--- config.mk ---
export PLATFORM = sky130hd
export DESIGN_NAME = fma_unit
export DESIGN_NICKNAME = d
export VERILOG_FILES = /design/src/hw/fma_fmt_pkg.sv /design/src/hw/fma_op_pkg.sv /design/src/hw/fma_operand_prep.sv /design/src/hw/fma_special_case.sv /design/src/hw/fma_sum_path.sv /design/src/hw/fma_stage_reg.sv /design/src/hw/fma_norm_round.sv /design/src/hw/fma_unit.sv
export SDC_FILE = /design/constraint.sdc
export NUM_CORES = 1
export LEC_CHECK = 0
export ABC_AREA = 1
export BUFFER_PORTS_ARGS = -buffer_cell sky130_fd_sc_hd__buf_4
export CORE_MARGIN = 4
export CORE_UTILIZATION = 52
export DETAILED_ROUTE_END_ITERATION = 10
export PLACE_DENSITY = 0.67
export SLEW_MARGIN = 30
export SYNTH_ARGS = -nofsm -noshare
export SYNTH_HDL_FRONTEND = slang
export SYNTH_HIERARCHICAL = 1
export SYNTH_SLANG_ARGS = --single-unit
--- constraint.sdc ---
create_clock -name clk_i -period 20.9 [get_ports clk_i]
set_input_delay 1.045 -clock clk_i [delete_from_list [all_inputs] [get_ports clk_i]]
set_output_delay 1.045 -clock clk_i [all_outputs]
set_load 0.005 [all_outputs]
--- src/hw/fma_fmt_pkg.sv ---
/* Half-precision format constants, internal datapath widths
   and the vector types shared by the FMA datapath */
package fma_fmt_pkg;

  // --------------------
  // Format
  // --------------------
  localparam int EXP_BITS  = 5;
  localparam int MAN_BITS  = 10;
  localparam int PREC_BITS = MAN_BITS + 1;   // Implicit bit included
  localparam int BIAS      = 15;
  localparam int SIGN_BIT  = EXP_BITS + MAN_BITS;

  // --------------------
  // Datapath widths
  // --------------------
  localparam int EXP_WIDTH       = EXP_BITS + 2;       // Room for sign and exponent growth
  localparam int SUM_WIDTH       = 3 * PREC_BITS + 4;  // Product, addend, guard and round
  localparam int LOWER_SUM_WIDTH = 2 * PREC_BITS + 3;  // Window searched for leading zeros
  localparam int SHAMT_WIDTH     = $clog2(SUM_WIDTH + 1);

  typedef logic [EXP_BITS+MAN_BITS:0]  fp_t;       // Sign, exponent, mantissa
  typedef logic signed [EXP_WIDTH-1:0] exp_int_t;  // Biased, may go negative
  typedef logic [PREC_BITS-1:0]        mant_t;     // Mantissa with implicit bit
  typedef logic [SUM_WIDTH-1:0]        sum_t;
  typedef logic [SHAMT_WIDTH-1:0]      shamt_t;
  typedef logic [5:0]                  fp_info_t;

  // Bit positions within fp_info_t
  localparam int INFO_ZERO       = 0;
  localparam int INFO_SUBNORMAL  = 1;
  localparam int INFO_NORMAL     = 2;
  localparam int INFO_INF        = 3;
  localparam int INFO_NAN        = 4;
  localparam int INFO_SIGNALLING = 5;

  localparam fp_t QNAN = 16'h7E00;  // Canonical quiet NaN

endpackage

--- src/hw/fma_op_pkg.sv ---
/* Operation and rounding mode encodings, status flag vector */
package fma_op_pkg;

  // Operation groups, op_mod flips the addend sign on top
  typedef enum logic [1:0] {
    FMADD  = 2'd0,  // a*b + c
    FNMSUB = 2'd1,  // -a*b + c
    ADD    = 2'd2,  // 1.0*b + c
    MUL    = 2'd3   // a*b + -0.0
  } fma_op_e;

  typedef enum logic [2:0] {
    RNE = 3'd0,  // Nearest, ties to even
    RTZ = 3'd1,
    RDN = 3'd2,  // Toward -inf
    RUP = 3'd3,  // Toward +inf
    RMM = 3'd4   // Nearest, ties away from zero
  } rnd_mode_e;

  typedef logic [3:0] status_t;

  // Flag positions within status_t
  localparam int STATUS_NV = 3;
  localparam int STATUS_OF = 2;
  localparam int STATUS_UF = 1;
  localparam int STATUS_NX = 0;

endpackage

--- src/hw/fma_operand_prep.sv ---
/* Operand classification and operation dependent adjustment */
module fma_operand_prep
  import fma_fmt_pkg::*, fma_op_pkg::*;
(
  input  fp_t      operand_a_i,
  input  fp_t      operand_b_i,
  input  fp_t      operand_c_i,
  input  fma_op_e  op_i,
  input  logic     op_mod_i,
  output fp_t      op_a_o,
  output fp_t      op_b_o,
  output fp_t      op_c_o,
  output fp_info_t info_a_o,
  output fp_info_t info_b_o,
  output fp_info_t info_c_o
);

  // Class of one operand from its exponent and mantissa fields
  function automatic fp_info_t classify(input fp_t x);
    logic     exp_zero;
    logic     exp_ones;
    logic     man_zero;
    fp_info_t info;
    exp_zero = (x[MAN_BITS +: EXP_BITS] == '0);
    exp_ones = (x[MAN_BITS +: EXP_BITS] == '1);
    man_zero = (x[MAN_BITS-1:0] == '0);
    info                  = '0;
    info[INFO_ZERO]       = exp_zero & man_zero;
    info[INFO_SUBNORMAL]  = exp_zero & ~man_zero;
    info[INFO_NORMAL]     = ~exp_zero & ~exp_ones;
    info[INFO_INF]        = exp_ones & man_zero;
    info[INFO_NAN]        = exp_ones & ~man_zero;
    info[INFO_SIGNALLING] = exp_ones & ~man_zero & ~x[MAN_BITS-1];  // Quiet bit clear
    return info;
  endfunction

  always_comb begin : op_adjust
    op_a_o   = operand_a_i;
    op_b_o   = operand_b_i;
    op_c_o   = operand_c_i;
    info_a_o = classify(operand_a_i);
    info_b_o = classify(operand_b_i);
    info_c_o = classify(operand_c_i);

    op_c_o[SIGN_BIT] = operand_c_i[SIGN_BIT] ^ op_mod_i;  // Subtract variants

    case (op_i)
      FNMSUB: op_a_o[SIGN_BIT] = ~operand_a_i[SIGN_BIT];   // Negate the product
      ADD: begin
        // Multiplicand becomes +1.0
        op_a_o                = {1'b0, EXP_BITS'(BIAS), MAN_BITS'(0)};
        info_a_o              = '0;
        info_a_o[INFO_NORMAL] = 1'b1;
      end
      MUL: begin
        // Addend -0.0 keeps the product sign of an exact zero
        op_c_o              = {1'b1, EXP_BITS'(0), MAN_BITS'(0)};
        info_c_o            = '0;
        info_c_o[INFO_ZERO] = 1'b1;
      end
      default: ;  // FMADD untouched
    endcase
  end

endmodule

--- src/hw/fma_special_case.sv ---
/* Special operand detection, canonical special result and its flags */
module fma_special_case
  import fma_fmt_pkg::*, fma_op_pkg::*;
(
  input  fp_t      op_a_i,
  input  fp_t      op_b_i,
  input  fp_t      op_c_i,
  input  fp_info_t info_a_i,
  input  fp_info_t info_b_i,
  input  fp_info_t info_c_i,
  output logic     special_o,
  output fp_t      special_result_o,
  output status_t  special_status_o
);

  logic any_inf;
  logic any_nan;
  logic any_snan;
  logic prod_inf;
  logic prod_sign;
  logic eff_sub;

  assign any_inf   = info_a_i[INFO_INF] | info_b_i[INFO_INF] | info_c_i[INFO_INF];
  assign any_nan   = info_a_i[INFO_NAN] | info_b_i[INFO_NAN] | info_c_i[INFO_NAN];
  assign any_snan  = info_a_i[INFO_SIGNALLING] | info_b_i[INFO_SIGNALLING]
                   | info_c_i[INFO_SIGNALLING];
  assign prod_inf  = info_a_i[INFO_INF] | info_b_i[INFO_INF];
  assign prod_sign = op_a_i[SIGN_BIT] ^ op_b_i[SIGN_BIT];
  assign eff_sub   = prod_sign ^ op_c_i[SIGN_BIT];  // Product and addend signs differ

  always_comb begin : special_select
    special_o        = 1'b0;
    special_result_o = QNAN;
    special_status_o = '0;
    // inf*0 is invalid whatever the addend, quiet NaN included
    if ((info_a_i[INFO_INF] && info_b_i[INFO_ZERO]) ||
        (info_a_i[INFO_ZERO] && info_b_i[INFO_INF])) begin
      special_o                   = 1'b1;
      special_status_o[STATUS_NV] = 1'b1;
    end else if (any_nan) begin
      special_o                   = 1'b1;
      special_status_o[STATUS_NV] = any_snan;  // Only signalling NaNs raise NV
    end else if (any_inf) begin
      special_o = 1'b1;
      if (prod_inf && info_c_i[INFO_INF] && eff_sub) begin
        special_status_o[STATUS_NV] = 1'b1;    // inf - inf
      end else if (prod_inf) begin
        special_result_o = {prod_sign, {EXP_BITS{1'b1}}, MAN_BITS'(0)};
      end else begin
        special_result_o = {op_c_i[SIGN_BIT], {EXP_BITS{1'b1}}, MAN_BITS'(0)};
      end
    end
  end

endmodule

--- src/hw/fma_sum_path.sv ---
/* Exponent datapath, mantissa product, addend alignment
   and the wide signed-magnitude addition */
module fma_sum_path
  import fma_fmt_pkg::*;
(
  input  fp_t      op_a_i,
  input  fp_t      op_b_i,
  input  fp_t      op_c_i,
  input  fp_info_t info_a_i,
  input  fp_info_t info_b_i,
  input  fp_info_t info_c_i,
  output sum_t     sum_o,
  output logic     final_sign_o,
  output logic     eff_sub_o,
  output logic     sticky_o,
  output exp_int_t exp_product_o,
  output exp_int_t exp_diff_o,
  output exp_int_t tent_exp_o,
  output shamt_t   addend_shamt_o
);

  // Subnormals and zeros share the minimum exponent of 1
  function automatic exp_int_t adj_exp(input fp_t x);
    if (x[MAN_BITS +: EXP_BITS] == '0) return exp_int_t'(1);
    return exp_int_t'({2'b00, x[MAN_BITS +: EXP_BITS]});
  endfunction

  // --------------------
  // Exponents
  // --------------------
  exp_int_t exp_addend;
  logic     tent_sign;

  assign exp_addend    = adj_exp(op_c_i);
  assign exp_product_o = (info_a_i[INFO_ZERO] || info_b_i[INFO_ZERO])
                       ? exp_int_t'(2 - BIAS)  // Zero product sits at the bottom
                       : exp_int_t'(adj_exp(op_a_i) + adj_exp(op_b_i) - BIAS);
  assign exp_diff_o    = exp_addend - exp_product_o;
  assign tent_exp_o    = (exp_diff_o > 0) ? exp_addend : exp_product_o;
  assign tent_sign     = op_a_i[SIGN_BIT] ^ op_b_i[SIGN_BIT];
  assign eff_sub_o     = tent_sign ^ op_c_i[SIGN_BIT];

  always_comb begin : addend_shift_amount
    if (exp_diff_o <= -(2 * PREC_BITS + 1))
      addend_shamt_o = shamt_t'(SUM_WIDTH);  // Addend lands in sticky only
    else if (exp_diff_o <= PREC_BITS + 2)
      addend_shamt_o = shamt_t'(PREC_BITS + 3 - exp_diff_o);
    else
      addend_shamt_o = '0;                   // Addend anchored
  end

  // --------------------
  // Mantissas
  // --------------------
  mant_t                        mant_a;
  mant_t                        mant_b;
  mant_t                        mant_c;
  logic [2*PREC_BITS-1:0]       product;
  sum_t                         product_shifted;
  logic [SUM_WIDTH+PREC_BITS-1:0] addend_wide;  // Aligned addend plus shifted-out bits
  sum_t                         addend_shifted;
  logic                         inject_carry;
  logic [SUM_WIDTH:0]           sum_raw;        // Carry kept for the sign fix

  assign mant_a          = {info_a_i[INFO_NORMAL], op_a_i[MAN_BITS-1:0]};
  assign mant_b          = {info_b_i[INFO_NORMAL], op_b_i[MAN_BITS-1:0]};
  assign mant_c          = {info_c_i[INFO_NORMAL], op_c_i[MAN_BITS-1:0]};
  assign product         = mant_a * mant_b;
  assign product_shifted = sum_t'(product) << 2;  // Room for round and sticky

  assign addend_wide    = {mant_c, {SUM_WIDTH{1'b0}}} >> addend_shamt_o;
  assign sticky_o       = |addend_wide[PREC_BITS-1:0];
  assign addend_shifted = eff_sub_o ? ~addend_wide[SUM_WIDTH+PREC_BITS-1:PREC_BITS]
                                    : addend_wide[SUM_WIDTH+PREC_BITS-1:PREC_BITS];
  assign inject_carry   = eff_sub_o & ~sticky_o;  // Two's complement unless bits were lost

  assign sum_raw = product_shifted + addend_shifted + inject_carry;

  // No carry under subtraction means the addend was larger
  assign sum_o        = (eff_sub_o && !sum_raw[SUM_WIDTH]) ? -sum_raw[SUM_WIDTH-1:0]
                                                          : sum_raw[SUM_WIDTH-1:0];
  assign final_sign_o = eff_sub_o ? (sum_raw[SUM_WIDTH] == tent_sign) : tent_sign;

endmodule

--- src/hw/fma_stage_reg.sv ---
/* One-entry handshaked register between front end and back end */
module fma_stage_reg
  import fma_fmt_pkg::*, fma_op_pkg::*;
(
  input  logic      clk_i,
  input  logic      rst_n_i,
  input  logic      in_valid_i,
  output logic      in_ready_o,
  output logic      out_valid_o,
  input  logic      out_ready_i,
  input  sum_t      sum_i,
  input  logic      final_sign_i,
  input  logic      eff_sub_i,
  input  logic      sticky_i,
  input  exp_int_t  exp_product_i,
  input  exp_int_t  exp_diff_i,
  input  exp_int_t  tent_exp_i,
  input  shamt_t    addend_shamt_i,
  input  logic      special_i,
  input  fp_t       special_result_i,
  input  status_t   special_status_i,
  input  rnd_mode_e rnd_mode_i,
  output sum_t      sum_o,
  output logic      final_sign_o,
  output logic      eff_sub_o,
  output logic      sticky_o,
  output exp_int_t  exp_product_o,
  output exp_int_t  exp_diff_o,
  output exp_int_t  tent_exp_o,
  output shamt_t    addend_shamt_o,
  output logic      special_o,
  output fp_t       special_result_o,
  output status_t   special_status_o,
  output rnd_mode_e rnd_mode_o
);

  // Free when empty or drained this cycle
  assign in_ready_o = ~out_valid_o | out_ready_i;

  always_ff @(posedge clk_i) begin
    if (!rst_n_i)
      out_valid_o <= 1'b0;
    else if (in_ready_o)
      out_valid_o <= in_valid_i;
  end

  // Payload moves only on an input transfer
  always_ff @(posedge clk_i) begin
    if (in_valid_i && in_ready_o) begin
      sum_o            <= sum_i;
      final_sign_o     <= final_sign_i;
      eff_sub_o        <= eff_sub_i;
      sticky_o         <= sticky_i;
      exp_product_o    <= exp_product_i;
      exp_diff_o       <= exp_diff_i;
      tent_exp_o       <= tent_exp_i;
      addend_shamt_o   <= addend_shamt_i;
      special_o        <= special_i;
      special_result_o <= special_result_i;
      special_status_o <= special_status_i;
      rnd_mode_o       <= rnd_mode_i;
    end
  end

endmodule

--- src/hw/fma_norm_round.sv ---
/* Normalization, rounding, flag generation, special result
   selection and the handshaked output register */
module fma_norm_round
  import fma_fmt_pkg::*, fma_op_pkg::*;
(
  input  logic      clk_i,
  input  logic      rst_n_i,
  input  logic      in_valid_i,
  output logic      in_ready_o,
  input  sum_t      sum_i,
  input  logic      final_sign_i,
  input  logic      eff_sub_i,
  input  logic      sticky_i,
  input  exp_int_t  exp_product_i,
  input  exp_int_t  exp_diff_i,
  input  exp_int_t  tent_exp_i,
  input  shamt_t    addend_shamt_i,
  input  logic      special_i,
  input  fp_t       special_result_i,
  input  status_t   special_status_i,
  input  rnd_mode_e rnd_mode_i,
  output fp_t       result_o,
  output status_t   status_o,
  output logic      out_valid_o,
  input  logic      out_ready_i
);

  // Leading zeros in the lower sum window
  function automatic shamt_t lzc(input logic [LOWER_SUM_WIDTH-1:0] v);
    shamt_t cnt;
    cnt = shamt_t'(LOWER_SUM_WIDTH);
    for (int i = 0; i < LOWER_SUM_WIDTH; i++) begin
      if (v[i]) cnt = shamt_t'(LOWER_SUM_WIDTH - 1 - i);  // Highest set bit wins
    end
    return cnt;
  endfunction

  // --------------------
  // Normalization
  // --------------------
  shamt_t                 lz_cnt;
  exp_int_t               lz_exp;
  logic                   lz_empty;
  shamt_t                 norm_shamt;
  exp_int_t               norm_exp;
  logic [SUM_WIDTH:0]     sum_shifted;
  logic [PREC_BITS:0]     final_mant;   // Mantissa plus round bit
  logic [LOWER_SUM_WIDTH-1:0] sum_sticky;
  exp_int_t               final_exp;
  logic                   sticky_norm;

  assign lz_cnt   = lzc(sum_i[LOWER_SUM_WIDTH-1:0]);
  assign lz_exp   = exp_int_t'(lz_cnt);
  assign lz_empty = (sum_i[LOWER_SUM_WIDTH-1:0] == '0);

  always_comb begin : norm_shift_amount
    // Product anchored or heavy cancellation
    if ((exp_diff_i <= 0) || (eff_sub_i && (exp_diff_i <= 2))) begin
      if ((exp_product_i - lz_exp + 1 >= 0) && !lz_empty) begin
        norm_shamt = shamt_t'(PREC_BITS + 2) + lz_cnt;
        norm_exp   = exp_product_i - lz_exp + 1;
      end else begin
        norm_shamt = shamt_t'(exp_product_i + PREC_BITS + 2);  // Capped at the subnormal range
        norm_exp   = '0;
      end
    end else begin
      norm_shamt = addend_shamt_i;  // Addend anchored, undo alignment
      norm_exp   = tent_exp_i;
    end
  end

  assign sum_shifted = {1'b0, sum_i} << norm_shamt;

  // One-bit fix-up, the leading one may sit either side of the MSB
  always_comb begin : small_norm
    {final_mant, sum_sticky} = sum_shifted[SUM_WIDTH-1:0];
    final_exp                = norm_exp;
    if (sum_shifted[SUM_WIDTH]) begin
      {final_mant, sum_sticky} = sum_shifted[SUM_WIDTH:1];
      final_exp                = norm_exp + 1;
    end else if (sum_shifted[SUM_WIDTH-1]) begin
      final_exp = norm_exp;                  // Already normalized
    end else if (norm_exp > 1) begin
      {final_mant, sum_sticky} = {sum_shifted[SUM_WIDTH-2:0], 1'b0};
      final_exp                = norm_exp - 1;
    end else begin
      final_exp = '0;                        // Subnormal result
    end
  end

  assign sticky_norm = (|sum_sticky) | sticky_i;

  // --------------------
  // Rounding
  // --------------------
  logic                         of_before;
  logic [EXP_BITS+MAN_BITS-1:0] pre_round_abs;
  logic [EXP_BITS+MAN_BITS-1:0] rounded_abs;
  logic [1:0]                   rs_bits;      // Round and sticky
  logic                         round_up;
  logic                         exact_zero;
  logic                         rounded_sign;
  logic                         of_after;
  logic                         uf_after;
  fp_t                          regular_result;
  status_t                      regular_status;

  assign of_before     = final_exp >= exp_int_t'((1 << EXP_BITS) - 1);
  // Overflow starts from the largest finite value with R and S forced
  assign pre_round_abs = of_before ? {EXP_BITS'((1 << EXP_BITS) - 2), {MAN_BITS{1'b1}}}
                                   : {final_exp[EXP_BITS-1:0], final_mant[MAN_BITS:1]};
  assign rs_bits       = {final_mant[0] | of_before, sticky_norm | of_before};

  always_comb begin : round_decision
    case (rnd_mode_i)
      RNE:     round_up = rs_bits[1] & (rs_bits[0] | pre_round_abs[0]);  // Ties to even
      RTZ:     round_up = 1'b0;
      RDN:     round_up = (|rs_bits) & final_sign_i;
      RUP:     round_up = (|rs_bits) & ~final_sign_i;
      RMM:     round_up = rs_bits[1];
      default: round_up = 1'b0;
    endcase
  end

  assign rounded_abs  = pre_round_abs + round_up;
  assign exact_zero   = (pre_round_abs == '0) && (rs_bits == '0);
  // Exact zero from cancellation is -0 only toward -inf
  assign rounded_sign = (exact_zero && eff_sub_i) ? (rnd_mode_i == RDN) : final_sign_i;

  assign of_after       = rounded_abs[MAN_BITS +: EXP_BITS] == '1;
  assign uf_after       = rounded_abs[MAN_BITS +: EXP_BITS] == '0;
  assign regular_result = {rounded_sign, rounded_abs};

  always_comb begin : regular_flags
    regular_status            = '0;
    regular_status[STATUS_OF] = of_before | of_after;
    regular_status[STATUS_NX] = (|rs_bits) | of_before | of_after;
    regular_status[STATUS_UF] = uf_after & regular_status[STATUS_NX];  // Tiny and inexact
  end

  // --------------------
  // Output register
  // --------------------
  assign in_ready_o = ~out_valid_o | out_ready_i;

  always_ff @(posedge clk_i) begin
    if (!rst_n_i)
      out_valid_o <= 1'b0;
    else if (in_ready_o)
      out_valid_o <= in_valid_i;
  end

  always_ff @(posedge clk_i) begin
    if (in_valid_i && in_ready_o) begin
      result_o <= special_i ? special_result_i : regular_result;
      status_o <= special_i ? special_status_i : regular_status;
    end
  end

endmodule

--- src/hw/fma_unit.sv ---
/* Half-precision FMA top level, front end, stage register and back end */
module fma_unit
  import fma_fmt_pkg::*, fma_op_pkg::*;
(
  input  logic      clk_i,
  input  logic      rst_n_i,
  input  logic      in_valid_i,
  output logic      in_ready_o,
  input  fp_t       operand_a_i,
  input  fp_t       operand_b_i,
  input  fp_t       operand_c_i,
  input  fma_op_e   op_i,
  input  logic      op_mod_i,
  input  rnd_mode_e rnd_mode_i,
  output fp_t       result_o,
  output status_t   status_o,
  output logic      out_valid_o,
  input  logic      out_ready_i
);

  // Front end
  fp_t      op_a, op_b, op_c;
  fp_info_t info_a, info_b, info_c;
  logic     special;
  fp_t      special_result;
  status_t  special_status;
  sum_t     sum;
  logic     final_sign, eff_sub, sticky;
  exp_int_t exp_product, exp_diff, tent_exp;
  shamt_t   addend_shamt;

  // Stage register outputs
  logic      stage_valid, back_ready;
  sum_t      sum_q;
  logic      final_sign_q, eff_sub_q, sticky_q, special_q;
  exp_int_t  exp_product_q, exp_diff_q, tent_exp_q;
  shamt_t    addend_shamt_q;
  fp_t       special_result_q;
  status_t   special_status_q;
  rnd_mode_e rnd_mode_q;

  fma_operand_prep u_prep (
    .operand_a_i, .operand_b_i, .operand_c_i, .op_i, .op_mod_i,
    .op_a_o   (op_a),
    .op_b_o   (op_b),
    .op_c_o   (op_c),
    .info_a_o (info_a),
    .info_b_o (info_b),
    .info_c_o (info_c)
  );

  fma_special_case u_special (
    .op_a_i           (op_a),
    .op_b_i           (op_b),
    .op_c_i           (op_c),
    .info_a_i         (info_a),
    .info_b_i         (info_b),
    .info_c_i         (info_c),
    .special_o        (special),
    .special_result_o (special_result),
    .special_status_o (special_status)
  );

  fma_sum_path u_sum (
    .op_a_i         (op_a),
    .op_b_i         (op_b),
    .op_c_i         (op_c),
    .info_a_i       (info_a),
    .info_b_i       (info_b),
    .info_c_i       (info_c),
    .sum_o          (sum),
    .final_sign_o   (final_sign),
    .eff_sub_o      (eff_sub),
    .sticky_o       (sticky),
    .exp_product_o  (exp_product),
    .exp_diff_o     (exp_diff),
    .tent_exp_o     (tent_exp),
    .addend_shamt_o (addend_shamt)
  );

  fma_stage_reg u_stage (
    .clk_i, .rst_n_i, .in_valid_i, .in_ready_o, .rnd_mode_i,
    .out_valid_o      (stage_valid),
    .out_ready_i      (back_ready),
    .sum_i            (sum),
    .final_sign_i     (final_sign),
    .eff_sub_i        (eff_sub),
    .sticky_i         (sticky),
    .exp_product_i    (exp_product),
    .exp_diff_i       (exp_diff),
    .tent_exp_i       (tent_exp),
    .addend_shamt_i   (addend_shamt),
    .special_i        (special),
    .special_result_i (special_result),
    .special_status_i (special_status),
    .sum_o            (sum_q),
    .final_sign_o     (final_sign_q),
    .eff_sub_o        (eff_sub_q),
    .sticky_o         (sticky_q),
    .exp_product_o    (exp_product_q),
    .exp_diff_o       (exp_diff_q),
    .tent_exp_o       (tent_exp_q),
    .addend_shamt_o   (addend_shamt_q),
    .special_o        (special_q),
    .special_result_o (special_result_q),
    .special_status_o (special_status_q),
    .rnd_mode_o       (rnd_mode_q)
  );

  fma_norm_round u_back (
    .clk_i, .rst_n_i, .result_o, .status_o, .out_valid_o, .out_ready_i,
    .in_valid_i       (stage_valid),
    .in_ready_o       (back_ready),
    .sum_i            (sum_q),
    .final_sign_i     (final_sign_q),
    .eff_sub_i        (eff_sub_q),
    .sticky_i         (sticky_q),
    .exp_product_i    (exp_product_q),
    .exp_diff_i       (exp_diff_q),
    .tent_exp_i       (tent_exp_q),
    .addend_shamt_i   (addend_shamt_q),
    .special_i        (special_q),
    .special_result_i (special_result_q),
    .special_status_i (special_status_q),
    .rnd_mode_i       (rnd_mode_q)
  );

endmodule

==> run metrics <==
status finished clean; worst-path fanout max 18; Layout Nets 3139; share of cells above drive strength 1 10.6%; RSZ-0062 raised after global routing false; Post-Syn Area 19000 um^2; # diodes 0; via count 18271; Initial Util 53.1%; clk_lat worst skew 0.43 ns; All-Layer GR Usage 27.7%; # Post-CTS Setup Buffers 0; FP Rows 69; placer congestion estimate 0.967; MaxCap Viol Count 0; Syn. warnings 6; clk root buf clkbuf_16; CTS tree yes; total CTS buffers 17; Buf/Inv on CP 8; core footprint 35700 um^2; cts hold-fix bufs 0; Worst Path Arrival 10.21 ns; Hold Path Class register to register; DIE WIDTH 199 um; die area 39600 um^2; Mapped Avg Cell Area 6.58 um^2; family with the most delay on the worst path simple AND/OR/NAND/NOR gates; Slew headroom 30.3%; Crit Path Category primary input to register; CTS resizes 0; Die H 199 um; wire per inst 16.3 um; largest net degree at the start of global routing 50; final hold vios 0; first-pass GRT wire length 88.8 mm; worst slew pin tran 1.04 ns; end-of-flow core utilization 56.2%; H-tree levels 4; cell count after synthesis 2885; number of global-route vias before repair 17446; Crit path top cell by count nand2_1; # IOs 80; Area Overhead vs Synth 5.89%; dpl cells 3315; Final Non-Filler Cells 3347; Req. time, crit path 21.08 ns; Clock Skews 0.0128 ns; CTS Sinks 113; TritonRoute pass-1 iters 6; final worst-path cycle share 48.0%; GRT Residual Overflow 0; Remaining DRCs 0; dpl hpwl 44.4 mm; initial antenna violation count 0; Area after DPL 19500 um^2; slowest CP cell ha_1; final wirelength 54.4 mm; Period minus WS final 10.03 ns; Detailed Route Iter0 Violations 1814; fill cell count 3620; Port Buffers 79; post-route design area 20100 um^2; Critical Path Max Stage Delay 0.53 ns; Worst Setup End Kind register; final setup fails 0; Worst-path clk slew 0.06 ns; setup TNS 0 ns; Final Slew Violations 0; DRT antenna net count 0; clk buf depth 2; Via density 5.46; CP startpoint kind primary input; Max Freq 0.0997 GHz
## per-layer routing
layer  wire length [um]  vias to the layer above  GRT usage (%)  share of wire (%)
met5                  0                        -              0                  0
met4               1260                        0           6.81                2.3
met3               3090                       88           2.61                5.7
met2              24800                      557           45.2                 46
met1              25300                     8522           39.7                 46
li1                   -                     9104              -                  -
## worst paths after layout
kind,cells past startpoint,slack [ns],start,end
max,60,10.87,op_i[0],u_stage/sum_o[32]$_DFFE_PP_
min,2,0.52,u_stage/special_result_o[3]$_DFFE_PP_,u_back/result_o[3]$_DFFE_PP_
max reg2reg,55,11.38,u_stage/sum_o[13]$_DFFE_PP_,u_back/status_o[0]$_DFFE_PP_
min reg2reg,2,0.52,u_stage/special_result_o[3]$_DFFE_PP_,u_back/result_o[3]$_DFFE_PP_
## registers in the layout, indices dropped and copies added (netlist names), 6 cells and up
register / count
u_stage/addend_shamt_o: 6
u_stage/exp_diff_o: 7
u_back/result_o: 16
u_stage/tent_exp_o: 7
u_stage/sum_o: 37
u_stage/exp_product_o: 7
u_stage/special_result_o: 16
## final cells by class
cell class,count,area (um^2),share of cell area (%)
timing repair buffer,92,691,3.44
inverter,478,1800,8.96
clock buffer,17,425,2.12
tap,461,577,2.87
clock inverter,15,159,0.791
sequential,113,3370,16.8
multi-input combinational,2171,13100,65.0
## metrics by stage
stage / hold slack, ns / setup WS (ns)
after floorplan: 0.480 / 12.30
after global placement: 0.504 / 10.90
after detailed placement: 0.506 / 10.59
after CTS: 0.521 / 11.02
after global routing: 0.546 / 9.95
final: 0.516 / 10.87
## worst reg2reg max path: cells and delay by family, from the launching register on
family | cells | cell delay, ns
AOI/OAI and AO/OA | 10 | 2.27
buffers and inverters | 12 | 1.90
adders and majority gates | 4 | 1.20
and+or+nand+nor | 29 | 3.56
DFF | 1 | 0.44
## cell usage in the layout (no fill, tap or decap), drive strengths merged, types with 4 or more instances in the layout
| cell | count |
|---|---|
| nor2 | 278 |
| xnor2 | 25 |
| or2 | 16 |
| a21oi | 93 |
| xor2 | 89 |
| conb | 17 |
| fa | 83 |
| nor3 | 32 |
| nand3b | 11 |
| o21ai | 149 |
| clkinvlp | 5 |
| a31oi | 10 |
| nand2 | 820 |
| a21o | 8 |
| edfxtp | 111 |
| nor4 | 5 |
| nand4 | 48 |
| buf | 92 |
| o22ai | 19 |
| clkinv | 8 |
| ha | 125 |
| o2111ai | 4 |
| o211ai | 5 |
| o21bai | 9 |
| o21a | 6 |
| clkbuf | 17 |
| and2 | 13 |
| nand3 | 289 |
| a211oi | 4 |
| inv | 478 |
Power is left out: the tool's default activity adds up to more than one toggle a clock period on the data nets, which glitch-free logic cannot reach.
